[src/logic/gather_pkg.sv]
package gather_pkg;

    // ----------------------------------------
    // Sizes
    // ----------------------------------------
    localparam int CONTEXTS   = 4;
    localparam int CTXT_WID   = 2;
    localparam int PTR_WID    = 6;
    localparam int DESC_DEPTH = 64;
    localparam int SIZE_WID   = 8;
    localparam int META_WID   = 4;
    localparam int Q_DEPTH    = 4;

    // Descriptor read latency, acceptance to ack
    localparam int MEM_LAT = 2;

    // ----------------------------------------
    // Descriptor word layout
    // ----------------------------------------
    // Err in the LSB, next pointer at the top. Result words reuse the
    // same layout with the next pointer replaced by the buffer pointer
    localparam int DESC_ERR_BIT  = 0;
    localparam int DESC_META_LSB = DESC_ERR_BIT + 1;
    localparam int DESC_SIZE_LSB = DESC_META_LSB + META_WID;
    localparam int DESC_EOF_BIT  = DESC_SIZE_LSB + SIZE_WID;
    localparam int DESC_NXT_LSB  = DESC_EOF_BIT + 1;
    localparam int DESC_WID      = DESC_NXT_LSB + PTR_WID;

    // ----------------------------------------
    // Read FSM
    // ----------------------------------------
    typedef enum logic [1:0] {
        RESET,
        DISABLED,
        IDLE,
        READ
    } gather_state_t;

endpackage : gather_pkg

[src/logic/desc_rd_if.sv]
`timescale 1ns/1ps

// Descriptor memory read port
interface desc_rd_if
    import gather_pkg::*;
();

    logic                req;
    logic                rdy;
    logic [PTR_WID-1:0]  addr;
    logic                ack;
    logic [DESC_WID-1:0] data;

    modport controller (
        output req,
        output addr,
        input  rdy,
        input  ack,
        input  data
    );

    modport peripheral (
        input  req,
        input  addr,
        output rdy,
        output ack,
        output data
    );

endinterface : desc_rd_if

[src/logic/desc_mem.sv]
`timescale 1ns/1ps

module desc_mem
    import gather_pkg::*;
(
    input  logic                clk,
    input  logic                srst,

    desc_rd_if.peripheral       rd_port,

    input  logic                wr,
    input  logic [PTR_WID-1:0]  wr_addr,
    input  logic [DESC_WID-1:0] wr_data,
    output logic                init_done
);

    logic [DESC_WID-1:0] mem [DESC_DEPTH];
    logic [PTR_WID-1:0]  init_addr;

    // Read pipeline
    logic [MEM_LAT-1:0]  vld_pipe;
    logic [DESC_WID-1:0] data_pipe [MEM_LAT];

    // ----------------------------------------
    // Self-clear after reset
    // ----------------------------------------
    always_ff @(posedge clk) begin
        if (srst) begin
            init_addr <= '0;
            init_done <= 1'b0;
        end else if (!init_done) begin
            init_addr <= init_addr + 1'b1;
            if (init_addr == PTR_WID'(DESC_DEPTH - 1)) begin
                init_done <= 1'b1;
            end
        end
    end

    // Clearing owns the array until init_done
    always_ff @(posedge clk) begin
        if (!init_done) begin
            mem[init_addr] <= '0;
        end else if (wr) begin
            mem[wr_addr] <= wr_data;
        end
    end

    // ----------------------------------------
    // Read port
    // ----------------------------------------
    assign rd_port.rdy = init_done;

    always_ff @(posedge clk) begin
        if (srst) begin
            vld_pipe <= '0;
        end else begin
            vld_pipe <= {vld_pipe[MEM_LAT-2:0], rd_port.req && rd_port.rdy};
        end
    end

    always_ff @(posedge clk) begin
        data_pipe[0] <= mem[rd_port.addr];
        for (int i = 1; i < MEM_LAT; i++) begin
            data_pipe[i] <= data_pipe[i-1];
        end
    end

    assign rd_port.ack  = vld_pipe[MEM_LAT-1];
    assign rd_port.data = data_pipe[MEM_LAT-1];

endmodule : desc_mem

[src/flat_wrapper.sv]
// flat-port wrapper written by rule: the top's interface ports become plain ports
module desc_mem_flat import gather_pkg::*;
  (clk, srst, wr, wr_addr, wr_data, init_done, rd_port_req, rd_port_addr, rd_port_rdy, rd_port_ack, rd_port_data);
  desc_rd_if rd_port_i ();
  input  logic clk;
  input  logic srst;
  input  logic wr;
  input  logic [PTR_WID-1:0] wr_addr;
  input  logic [DESC_WID-1:0] wr_data;
  output logic init_done;
  input wire logic [$bits(rd_port_i.req)-1:0] rd_port_req;
  input wire logic [$bits(rd_port_i.addr)-1:0] rd_port_addr;
  output wire logic [$bits(rd_port_i.rdy)-1:0] rd_port_rdy;
  output wire logic [$bits(rd_port_i.ack)-1:0] rd_port_ack;
  output wire logic [$bits(rd_port_i.data)-1:0] rd_port_data;
  assign rd_port_i.req = rd_port_req;
  assign rd_port_i.addr = rd_port_addr;
  assign rd_port_rdy = rd_port_i.rdy;
  assign rd_port_ack = rd_port_i.ack;
  assign rd_port_data = rd_port_i.data;
  desc_mem u_core (.clk(clk), .srst(srst), .rd_port(rd_port_i), .wr(wr), .wr_addr(wr_addr), .wr_data(wr_data), .init_done(init_done));
endmodule
[config.mk]
export PLATFORM = sky130hd
export DESIGN_NAME = desc_mem_flat
export DESIGN_NICKNAME = d
export VERILOG_FILES = /design/src/logic/gather_pkg.sv /design/src/logic/desc_rd_if.sv /design/src/logic/desc_mem.sv /design/src/flat_wrapper.sv
export SDC_FILE = /design/constraint.sdc
export NUM_CORES = 1
export LEC_CHECK = 0
export BUFFER_PORTS_ARGS = -buffer_cell sky130_fd_sc_hd__buf_4
export CELL_PAD_IN_SITES_DETAIL_PLACEMENT = 0
export CELL_PAD_IN_SITES_GLOBAL_PLACEMENT = 1
export CORE_MARGIN = 3
export CORE_UTILIZATION = 51
export DETAILED_ROUTE_END_ITERATION = 6
export PLACE_DENSITY_LB_ADDON = 0.25
export SLEW_MARGIN = 20
export SYNTH_ARGS = -nofsm -noshare
export SYNTH_HDL_FRONTEND = slang
export SYNTH_SLANG_ARGS = --single-unit
export TNS_END_PERCENT = 5
[constraint.sdc]
create_clock -name clk -period 7.93 [get_ports clk]
set_input_delay 1.586 -clock clk [delete_from_list [all_inputs] [get_ports clk]]
set_output_delay 1.586 -clock clk [all_outputs]
set_load 0.02 [all_outputs]
==> results of run 1 <==
[flip-flops by register name, summed over array words and instances, names as in the netlist]
register and flops:
u_core.init_addr 6, u_core.init_done 1, u_core.mem 1280, u_core.vld_pipe 2, u_core.data_pipe 40
[through the flow]
| step | area (um2) | worst slack (ns) | instances | utilization |
|---|---|---|---|---|
| global placement | 52500 | 2.96 | 3572 | 0.538 |
| floorplan | 50600 | 4.05 | 2313 | - |
| finish | 57200 | 3.40 | 3818 | 0.586 |
| CTS | 57000 | 3.68 | 3817 | 0.584 |
| global route | 57200 | 3.23 | 3817 | 0.586 |
| detailed placement | 52600 | 2.90 | 3572 | 0.539 |
[layout by cell type (no fill, tap or decap), types with 21 or more instances in the layout]
master	n
nand3_1	36
dfxtp_1	49
nor2_2	22
clkinv_2	24
mux2i_1	59
edfxtp_1	1280
nor2_4	40
mux2_2	38
mux4_2	304
nor2_1	38
nand2_1	72
clkinv_1	21
a22oi_1	49
buf_4	122
clkbuf_16	141
clkbuf_1	26
[power by group through the flow]
stage,logic (mW),registers [mW],clock network [mW]
floorplan,0.374,7.80,0
global placement,0.532,7.82,0
detailed placement,0.537,7.83,0
CTS,0.538,7.68,6.41
global route,0.570,7.68,6.69
finish,0.539,7.68,6.31
[cell type report]
cell class | count | area [um2] | share of cell area
multi-input cells | 834 | 10700 | 0.187
flip-flops and latches | 1329 | 39400 | 0.690
diodes | 1 | 2.50 | 0.0000438
clock inverters | 70 | 694 | 0.0121
well taps | 1276 | 1600 | 0.0279
clock buffers | 175 | 3740 | 0.0654
inverters | 5 | 18.8 | 0.000328
repair buffers | 128 | 1020 | 0.0179
[logic make-up after synthesis]
family | synth area share
compound gates | 0.0200
fa+ha+maj | 0.000247
xor+xnor | 0.000692
mux | 0.155
buf+inv | 0.0184
flops | 0.779
simple gates | 0.0263
[layer usage]
| metal | vias up | track usage | share of wire |
|---|---|---|---|
| li1 | 9920 | - | - |
| met1 | 12600 | 0.339 | 0.42 |
| met2 | 991 | 0.353 | 0.47 |
| met3 | 172 | 0.0503 | 0.078 |
| met4 | 0 | 0.0794 | 0.030 |
| met5 | - | 0 | 0 |
[worst min-delay path by stage]
stage	start	to	slack (ns)
2_1_floorplan	u_core.data_pipe[0][0]	u_core.data_pipe[0][20]	0.31
3_3_place_gp	u_core.data_pipe[0][7]	u_core.data_pipe[0][27]	0.32
3_5_place_dp	u_core.data_pipe[0][5]	u_core.data_pipe[0][25]	0.32
4_1_cts	u_core.data_pipe[0][5]	u_core.data_pipe[0][25]	0.33
5_1_grt	u_core.data_pipe[0][18]	u_core.data_pipe[0][38]	0.34
6_report	u_core.data_pipe[0][18]	u_core.data_pipe[0][38]	0.33
[critical path: cells and delay by family]
kind,cells,cell delay (ns)
simple gates,3,2.19
mux,1,0.90
buf+inv,1,0.17
==> impl_results.md, run 1 <==
- Die outline area: between 100000 and 150000 um2
- Leak: between 20 and 25 nW
- Fillers: roughly 6900
- Vias/cell: between 6 and 7
- Worst rel slew slack: 0.168
- WHS: around 0.33 ns
- CP endpoint kind: register
- Root buf cell: clkbuf_16
- TritonCTS Buffers: about 140
- Crit-path max FO: 22
- Switching part of the total: 0.203
- Ys flop type: edfxtp_1
- Power per cell area: roughly 250 nW/um2
- P_int: between 10 and 15 mW
- Sequential power share: 0.528
- Slowest stage delay, CP: between 1 and 1.5 ns
- Area Overhead vs Synth: 13.0%
- Fmax: about 220 MHz
- Setup TNS: 0 ns
- Setup violations, final: 0
- Status: finished clean
- CP Data Arrival Time: ~5 ns
- Reg2reg end: u_core.mem[5][13]
- Final hold violations: 0
- Critical path required time: around 8.3 ns
- Wire length reported by the detailed router: 117 mm
- Vias in the first global route: 24400
- # DRC: 0
- Peak supply drop: about 0.23 mV
- Initial Utilization: 0.519
- Top cells by count, synth: 1280 x edfxtp_1, 304 x mux4_2, 100 x nor2_1
- Total power: between 10 and 15 mW
- Hold path depth: 0
- Initial antenna violation count: 8
- Vias: roughly 24000
- CTS max path bufs: 3
- CTS H-tree lvls: 4
- RSZ-0062 raised after global routing: false
- Synth Instances: roughly 2300
- CTS tree: yes
- Remaining antenna violation count: 0
- Max-Cap Viols: 0
- Min Clock Period, post-route: approximately 4.5 ns
- Yosys reg bits: ~1300
- Top cells by area, synth: edfxtp_1 76%, mux4_2 14%, dfxtp_1 1.9%
- CP Cell Sequence: buf_4, nand2_1, mux2i_1, nand3_1, nor2_2
- Port bufs: 58
- Post-synth EDFFs: roughly 1300
- Clock power share: 0.434
- Comb power frac: 0.037
- Nature of the critical path startpoint: primary input
- Yosys top cell area share: 0.760
- Hold_buf cts: 0
- Netlist cell types: 42
- Slowest CP cell: nor2_2
- Critical path type: in -> reg
- Fin crit share: 0.572
- Hold Path Class: reg -> reg
- Post-synthesis sequential area ratio: 0.779
- Die Span X: 321 um
- Share of cells above drive strength 1: 0.299
- Drt first pass iters: 5
- GRT Util Overall: 0.232
- Worst skew pair latency: 0.74 ns
- # Post-CTS Setup Buffers: 0
- Die Ht: 321 um
- Worst R2R Path Depth: 4
- GR Overflow Total: 0
- Yosys warnings: 0
- R2R Setup Slk: around 3.4 ns
- Critical path origin: wr
- Reg2reg start: u_core.init_done
- Async set or reset register ratio after synthesis: 0
- I/O pin count: between 50 and 60
- P_sw: about 2.9 mW
- Rows: between 100 and 150
- Syn Nets: approximately 2400
- Clock Sinks: between 1000 and 1500
- Placer's final routability congestion estimate: around 0.83
- Detailed Place HPWL: roughly 69 mm
- Crit path to: u_core.mem[5][13]
- First-pass GRT wire length: roughly 170 mm
- Clock skew: 0.0279 ns
- Largest net degree at the start of global routing: 100
- WL/cell: roughly 30 um
- Resized Gates After CTS: 0
- Fin. max-slew vios: 0
- Cell Area, Synth: around 51000 um2
- Syn_area_per_cell: 21.9 um2
- Iter 0 DRT Violations: ~2600
- Count leader, synth: edfxtp_1
- Yosys top cell by area: edfxtp_1
- Least-Margin Pin Slew: 1.24 ns
- Nets: 2470
- Core Box Area: about 100000 um2
- Register clock-pin slew on the reported worst setup and hold paths: around 0.06 ns
Note: power is estimated with default switching activity, not from simulation.
==> inputs of run 2 (changes only) <==
--- a/config.mk
+++ b/config.mk
@@ -9,7 +9,7 @@
 export CELL_PAD_IN_SITES_DETAIL_PLACEMENT = 0
 export CELL_PAD_IN_SITES_GLOBAL_PLACEMENT = 1
 export CORE_MARGIN = 3
-export CORE_UTILIZATION = 51
+export CORE_UTILIZATION = 50
 export DETAILED_ROUTE_END_ITERATION = 6
 export PLACE_DENSITY_LB_ADDON = 0.25
 export SLEW_MARGIN = 20
==> constraint.sdc (replaced) <==
create_clock -name clk -period 4 [get_ports clk]
set_input_delay 0.8 -clock clk [delete_from_list [all_inputs] [get_ports clk]]
set_output_delay 0.8 -clock clk [all_outputs]
set_load 0.02 [all_outputs]
==> impl_results.md, run 2 (synthesis results as in run 1) <==
- Total power: between 20 and 30 mW
- Least-Margin Pin Slew: 1.06 ns
- Vias: between 20000 and 25000
- CP Data Arrival Time: 3.38 ns
- Worst skew pair latency: 0.74 ns
- Power per cell area: 496 nW/um2
- CTS max path bufs: 3
- Sequential power share: 0.530
- Nature of the critical path startpoint: primary input
- Share of cells above drive strength 1: 0.317
- Max-Cap Viols: 0
- CTS tree: yes
- WL/cell: just over 30 um
- Fillers: roughly 7200
- Critical path required time: 4.58 ns
- Critical path type: in -> reg
- Setup violations, final: 0
- RSZ-0062 raised after global routing: false
- Hold_buf cts: 0
- Die Ht: 324 um
- Remaining antenna violation count: 0
- WHS: ~0.30 ns
- Peak supply drop: 0.389 mV
- Port bufs: 58
- Most common cell after layout, fill and taps aside: edfxtp_1
- FF/Latch Area: approximately 39000 um2
- Placer's final routability congestion estimate: ~0.86
- Max reg flops: around 1300
- Initial antenna violation count: 5
- Initial Utilization: 0.505
- P_sw: about 6 mW
- CP endpoint kind: register
- Fin crit share: 0.700
- Clock skew: between 0.02 and 0.03 ns
- Post-Place Setup Slack: approximately 0.29 ns
- R2R Setup Slk: between 1.5 and 2 ns
- CP Cell Sequence: buf_8, buf_4, buf_4, mux4_2, mux2i_1, nor2_1, a211oi_1, nor3_1
- Worst setup margin: between 1 and 1.5 ns
- CTS H-tree lvls: 4
- Wire length reported by the detailed router: about 120 mm
- P_int: 22.8 mW
- Vias/cell: slightly above 6
- Multi-input gate area: 10500 um2
- Leak: roughly 20 nW
- Worst path most repeated cell: buf_4
- Clock Sinks: 1329
- Detailed Place HPWL: 72.9 mm
- Status: finished clean
- Nets: roughly 2600
- I/O pin count: 59
- First-pass GRT wire length: between 150 and 200 mm
- Most frequent cells in the layout: 1280 x edfxtp_1, 304 x mux4_2, 192 x buf_4
- Slowest stage delay, CP: about 0.64 ns
- Fin. max-slew vios: 0
- Root buf cell: clkbuf_16
- # Post-CTS Setup Buffers: 0
- Setup TNS: 0 ns
- Largest Register: u_core.mem
- Largest net degree at the start of global routing: 74
- TritonCTS Buffers: roughly 140
- Core Box Area: around 100000 um2
- Die Span X: approximately 320 um
- Resized Gates After CTS: 0
- Hold Path Class: in -> reg
- GRT Util Overall: 0.238
- Iter 0 DRT Violations: about 2600
- Crit-path max FO: between 70 and 80
- Area Overhead vs Synth: 14.4%
- Drt first pass iters: 5
- Clock power share: 0.430
- Regs by FF count: u_core.mem: 1280 flops, u_core.data_pipe: 40 flops, u_core.init_addr: 6 flops
- Fmax: roughly 360 MHz
- Slowest CP cell: a211oi_1
- Layout Cell Area excl Fill: about 58000 um2
- Final hold violations: 0
- Comb power frac: 0.039
- # DRC: 0
- GR Overflow Total: 0
- Switching part of the total: 0.204
- Register clock-pin slew on the reported worst setup and hold paths: 0.06 ns
- Worst rel slew slack: 0.293
- Vias in the first global route: about 25000
- Die outline area: 105000 um2
- DP Area: around 53000 um2
- Min Clock Period, post-route: 2.80 ns
- Rows: between 100 and 150
==> run 2: worst paths after layout <==
kind,start,end,cells after the start
hold reg to reg,u_core.data_pipe[0][6],u_core.data_pipe[0][26],0
hold / removal,rd_port_req,u_core.vld_pipe[0],3
setup reg to reg,u_core.init_done,u_core.mem[22][17],6
setup / recovery,rd_port_addr[2],u_core.data_pipe[0][15],8
==> run 2: critical path: cells and delay by family <==
family / cells / cell delay [ns]
compound gates: 1 / 0.64
mux: 2 / 0.53
simple gates: 2 / 0.23
buf+inv: 3 / 1.15
==> run 2: cell type report <==
type                            instances  area share
Multi-Input combinational cell        834       0.181
Clock buffer                          182      0.0665
Tap cell                             1357      0.0293
Antenna cell                            4    0.000173
Clock inverter                         67     0.00925
Sequential cell                      1329       0.681
Timing Repair Buffer                  216      0.0329
Inverter                                5    0.000324
==> run 2: through the flow <==
step,utilization,std cells
floorplan,-,2313
global placement,0.533,3741
detailed placement,0.533,3741
CTS,0.577,3990
global route,0.577,3990
finish,0.577,3994
==> run 2: power groups by stage <==
stage / registers [mW] / logic [mW] / clock network, mW
final: 15.2 / 1.13 / 12.4
after floorplan: 15.5 / 0.741 / 0
after CTS: 15.2 / 1.14 / 12.5
after detailed placement: 15.5 / 1.14 / 0
after global placement: 15.5 / 1.13 / 0
after global routing: 15.2 / 1.19 / 13.1
==> run 2: routing by layer <==
layer | GRT usage | part of all wire
met5 | 0 | 0
met4 | 0.0759 | 0.027
met3 | 0.0421 | 0.068
met2 | 0.373 | 0.48
met1 | 0.344 | 0.42
==> inputs of run 3 (changes only) <==
==> constraint.sdc (replaced) <==
create_clock -name clk -period 2.45 [get_ports clk]
set_input_delay 0.49 -clock clk [delete_from_list [all_inputs] [get_ports clk]]
set_output_delay 0.49 -clock clk [all_outputs]
set_load 0.02 [all_outputs]
==> impl_results.md, run 3 (synthesis results as in run 1) <==
- Largest Register: u_core.mem
- Crit-path leading delay family: simple AND/OR/NAND/NOR gates
- CP Data Arrival Time: approximately 2.7 ns
- Final hold violations: 0
- Worst rel slew slack: 0.290
- Most common cell after layout, fill and taps aside: edfxtp_1
- Least-Margin Pin Slew: about 1.1 ns
- WL/cell: between 30 and 40 um
- Placer's final routability congestion estimate: slightly below 0.9
- Max-Cap Viols: 0
- Nature of the critical path startpoint: register
- Min Clock Period, post-route: around 2.3 ns
- Core Box Area: roughly 100000 um2
- Fmax: about 440 MHz
- Fin. max-slew vios: 0
- Die Span X: roughly 320 um
- Setup TNS: 0 ns
- # DRC: 2
- Area Overhead vs Synth: 19.2%
- Slowest stage delay, CP: approximately 0.48 ns
- RSZ-0062 raised after global routing: false
- Share of cells above drive strength 1: 0.358
- Critical path required time: approximately 2.9 ns
- Hold Path Class: in -> reg
- Setup violations, final: 0
- Remaining antenna violation count: 0
- CP endpoint kind: register
- Critical path type: reg -> reg
- Detailed Place HPWL: 76.6 mm
- Status: finished, violations left
- Root buf cell: clkbuf_16
- Buffers and inverters on the worst path: 4
- Fin crit share: 0.934
- Slowest CP cell: or3_1
- Clock skew: ~0.024 ns
- Nets: between 2000 and 3000
- Iter 0 DRT Violations: 2938
- Register clock-pin slew on the reported worst setup and hold paths: roughly 0.060 ns
- Initial Utilization: 0.505
- Total power: 47.4 mW
- CTS max path bufs: 3
- Drt first pass iters: 7
- Vias: between 20000 and 30000
- I/O pin count: between 50 and 60
- Vias in the first global route: around 26000
- Vias/cell: between 6 and 7
- Regs by FF count: u_core.mem: 1280 flops, u_core.data_pipe: 40 flops, u_core.init_addr: 6 flops
- Most frequent cells in the layout: 1280 x edfxtp_1, 304 x mux4_2, 260 x buf_4
- Critical Path Stages: 8
- TritonCTS Buffers: ~140
- Post-Place Setup Slack: -0.448 ns
- CTS tree: yes
- GR Overflow Total: 0
- Die outline area: ~110000 um2
- WHS: 0.311 ns
- Wire length reported by the detailed router: about 130 mm
- Initial antenna violation count: 6
- First-pass GRT wire length: around 180 mm
- CP Cell Sequence: nand2_1, buf_4, mux2i_1, buf_4, or3_1, buf_12, nor2_2, buf_12
- Hold path depth: 4
- Worst skew pair latency: about 0.73 ns
- Rows: around 120
- CTS H-tree lvls: 4
- Worst R2R Path Depth: 8
- Power per cell area: just under 800 nW/um2
- Clock Sinks: 1329
- Worst setup margin: 0.162 ns
- Max reg flops: about 1300
- Die Ht: 324 um
- Leak: approximately 22 nW
- Largest net degree at the start of global routing: 65
- GRT Util Overall: 0.244
- Crit-path max FO: 11
- Failing checks: design-rule violations
- Peak supply drop: 0.547 mV
- Port bufs: 58
## run 3: timing repair
| item | in CTS | in global routing |
|---|---|---|
| hold buffers | 3 | 0 |
| setup endpoints to repair | 80 | 0 |
| buffers inserted | 0 | 0 |
| hold endpoints to repair | 9 | 0 |
| resized for setup | 1 | 0 |
## run 3: report_power, final
| part | internal, mW | switching (mW) |
|---|---|---|
| sequential | 24.7 | 0.0848 |
| combinational | 1.00 | 1.18 |
| clock | 12.0 | 8.37 |
| total | 37.8 | 9.63 |
## run 3: per-stage QoR
stage / utilization / instance area, um2 / cells
after floorplan: - / 50700 / 2313
after global placement: 0.557 / 55900 / 3902
after detailed placement: 0.557 / 55900 / 3902
after CTS: 0.601 / 60300 / 4144
after global routing: 0.602 / 60300 / 4144
final: 0.602 / 60300 / 4145
## run 3: layer usage
| metal | wire, um | share of wire | vias to the layer above | global-route usage |
|---|---|---|---|---|
| met5 | 0 | 0 | - | 0 |
| met4 | 2950 | 0.024 | 0 | 0.0659 |
| met3 | 9800 | 0.078 | 168 | 0.0433 |
| met2 | 61400 | 0.49 | 1052 | 0.391 |
| met1 | 51100 | 0.41 | 13400 | 0.351 |
| li1 | - | - | 10400 | - |
## run 3: path summary, 6_finish.rpt
kind | start | endpoint | slack (ns)
setup / recovery | u_core.init_done | u_core.mem[61][6] | 0.16
setup reg to reg | u_core.init_done | u_core.mem[61][6] | 0.16
hold / removal | rd_port_addr[3] | u_core.data_pipe[0][1] | 0.31
hold reg to reg | u_core.data_pipe[0][16] | u_core.data_pipe[0][36] | 0.33
## run 3: worst min-delay path: stages
cell,delay (ns)
buf_4,0.15
nand3_1,0.09
nand4_1,0.09
and4_1,0.19
## run 3: cell type report
class                           count  area [um2]
Clock buffer                      176        3740
Sequential cell                  1329       39400
Antenna cell                        1        2.50
Inverter                            5        18.8
Clock inverter                     63         653
Fill cell                        7022       40000
Multi-Input combinational cell    834       10500
Tap cell                         1357        1700
Timing Repair Buffer              380        4310
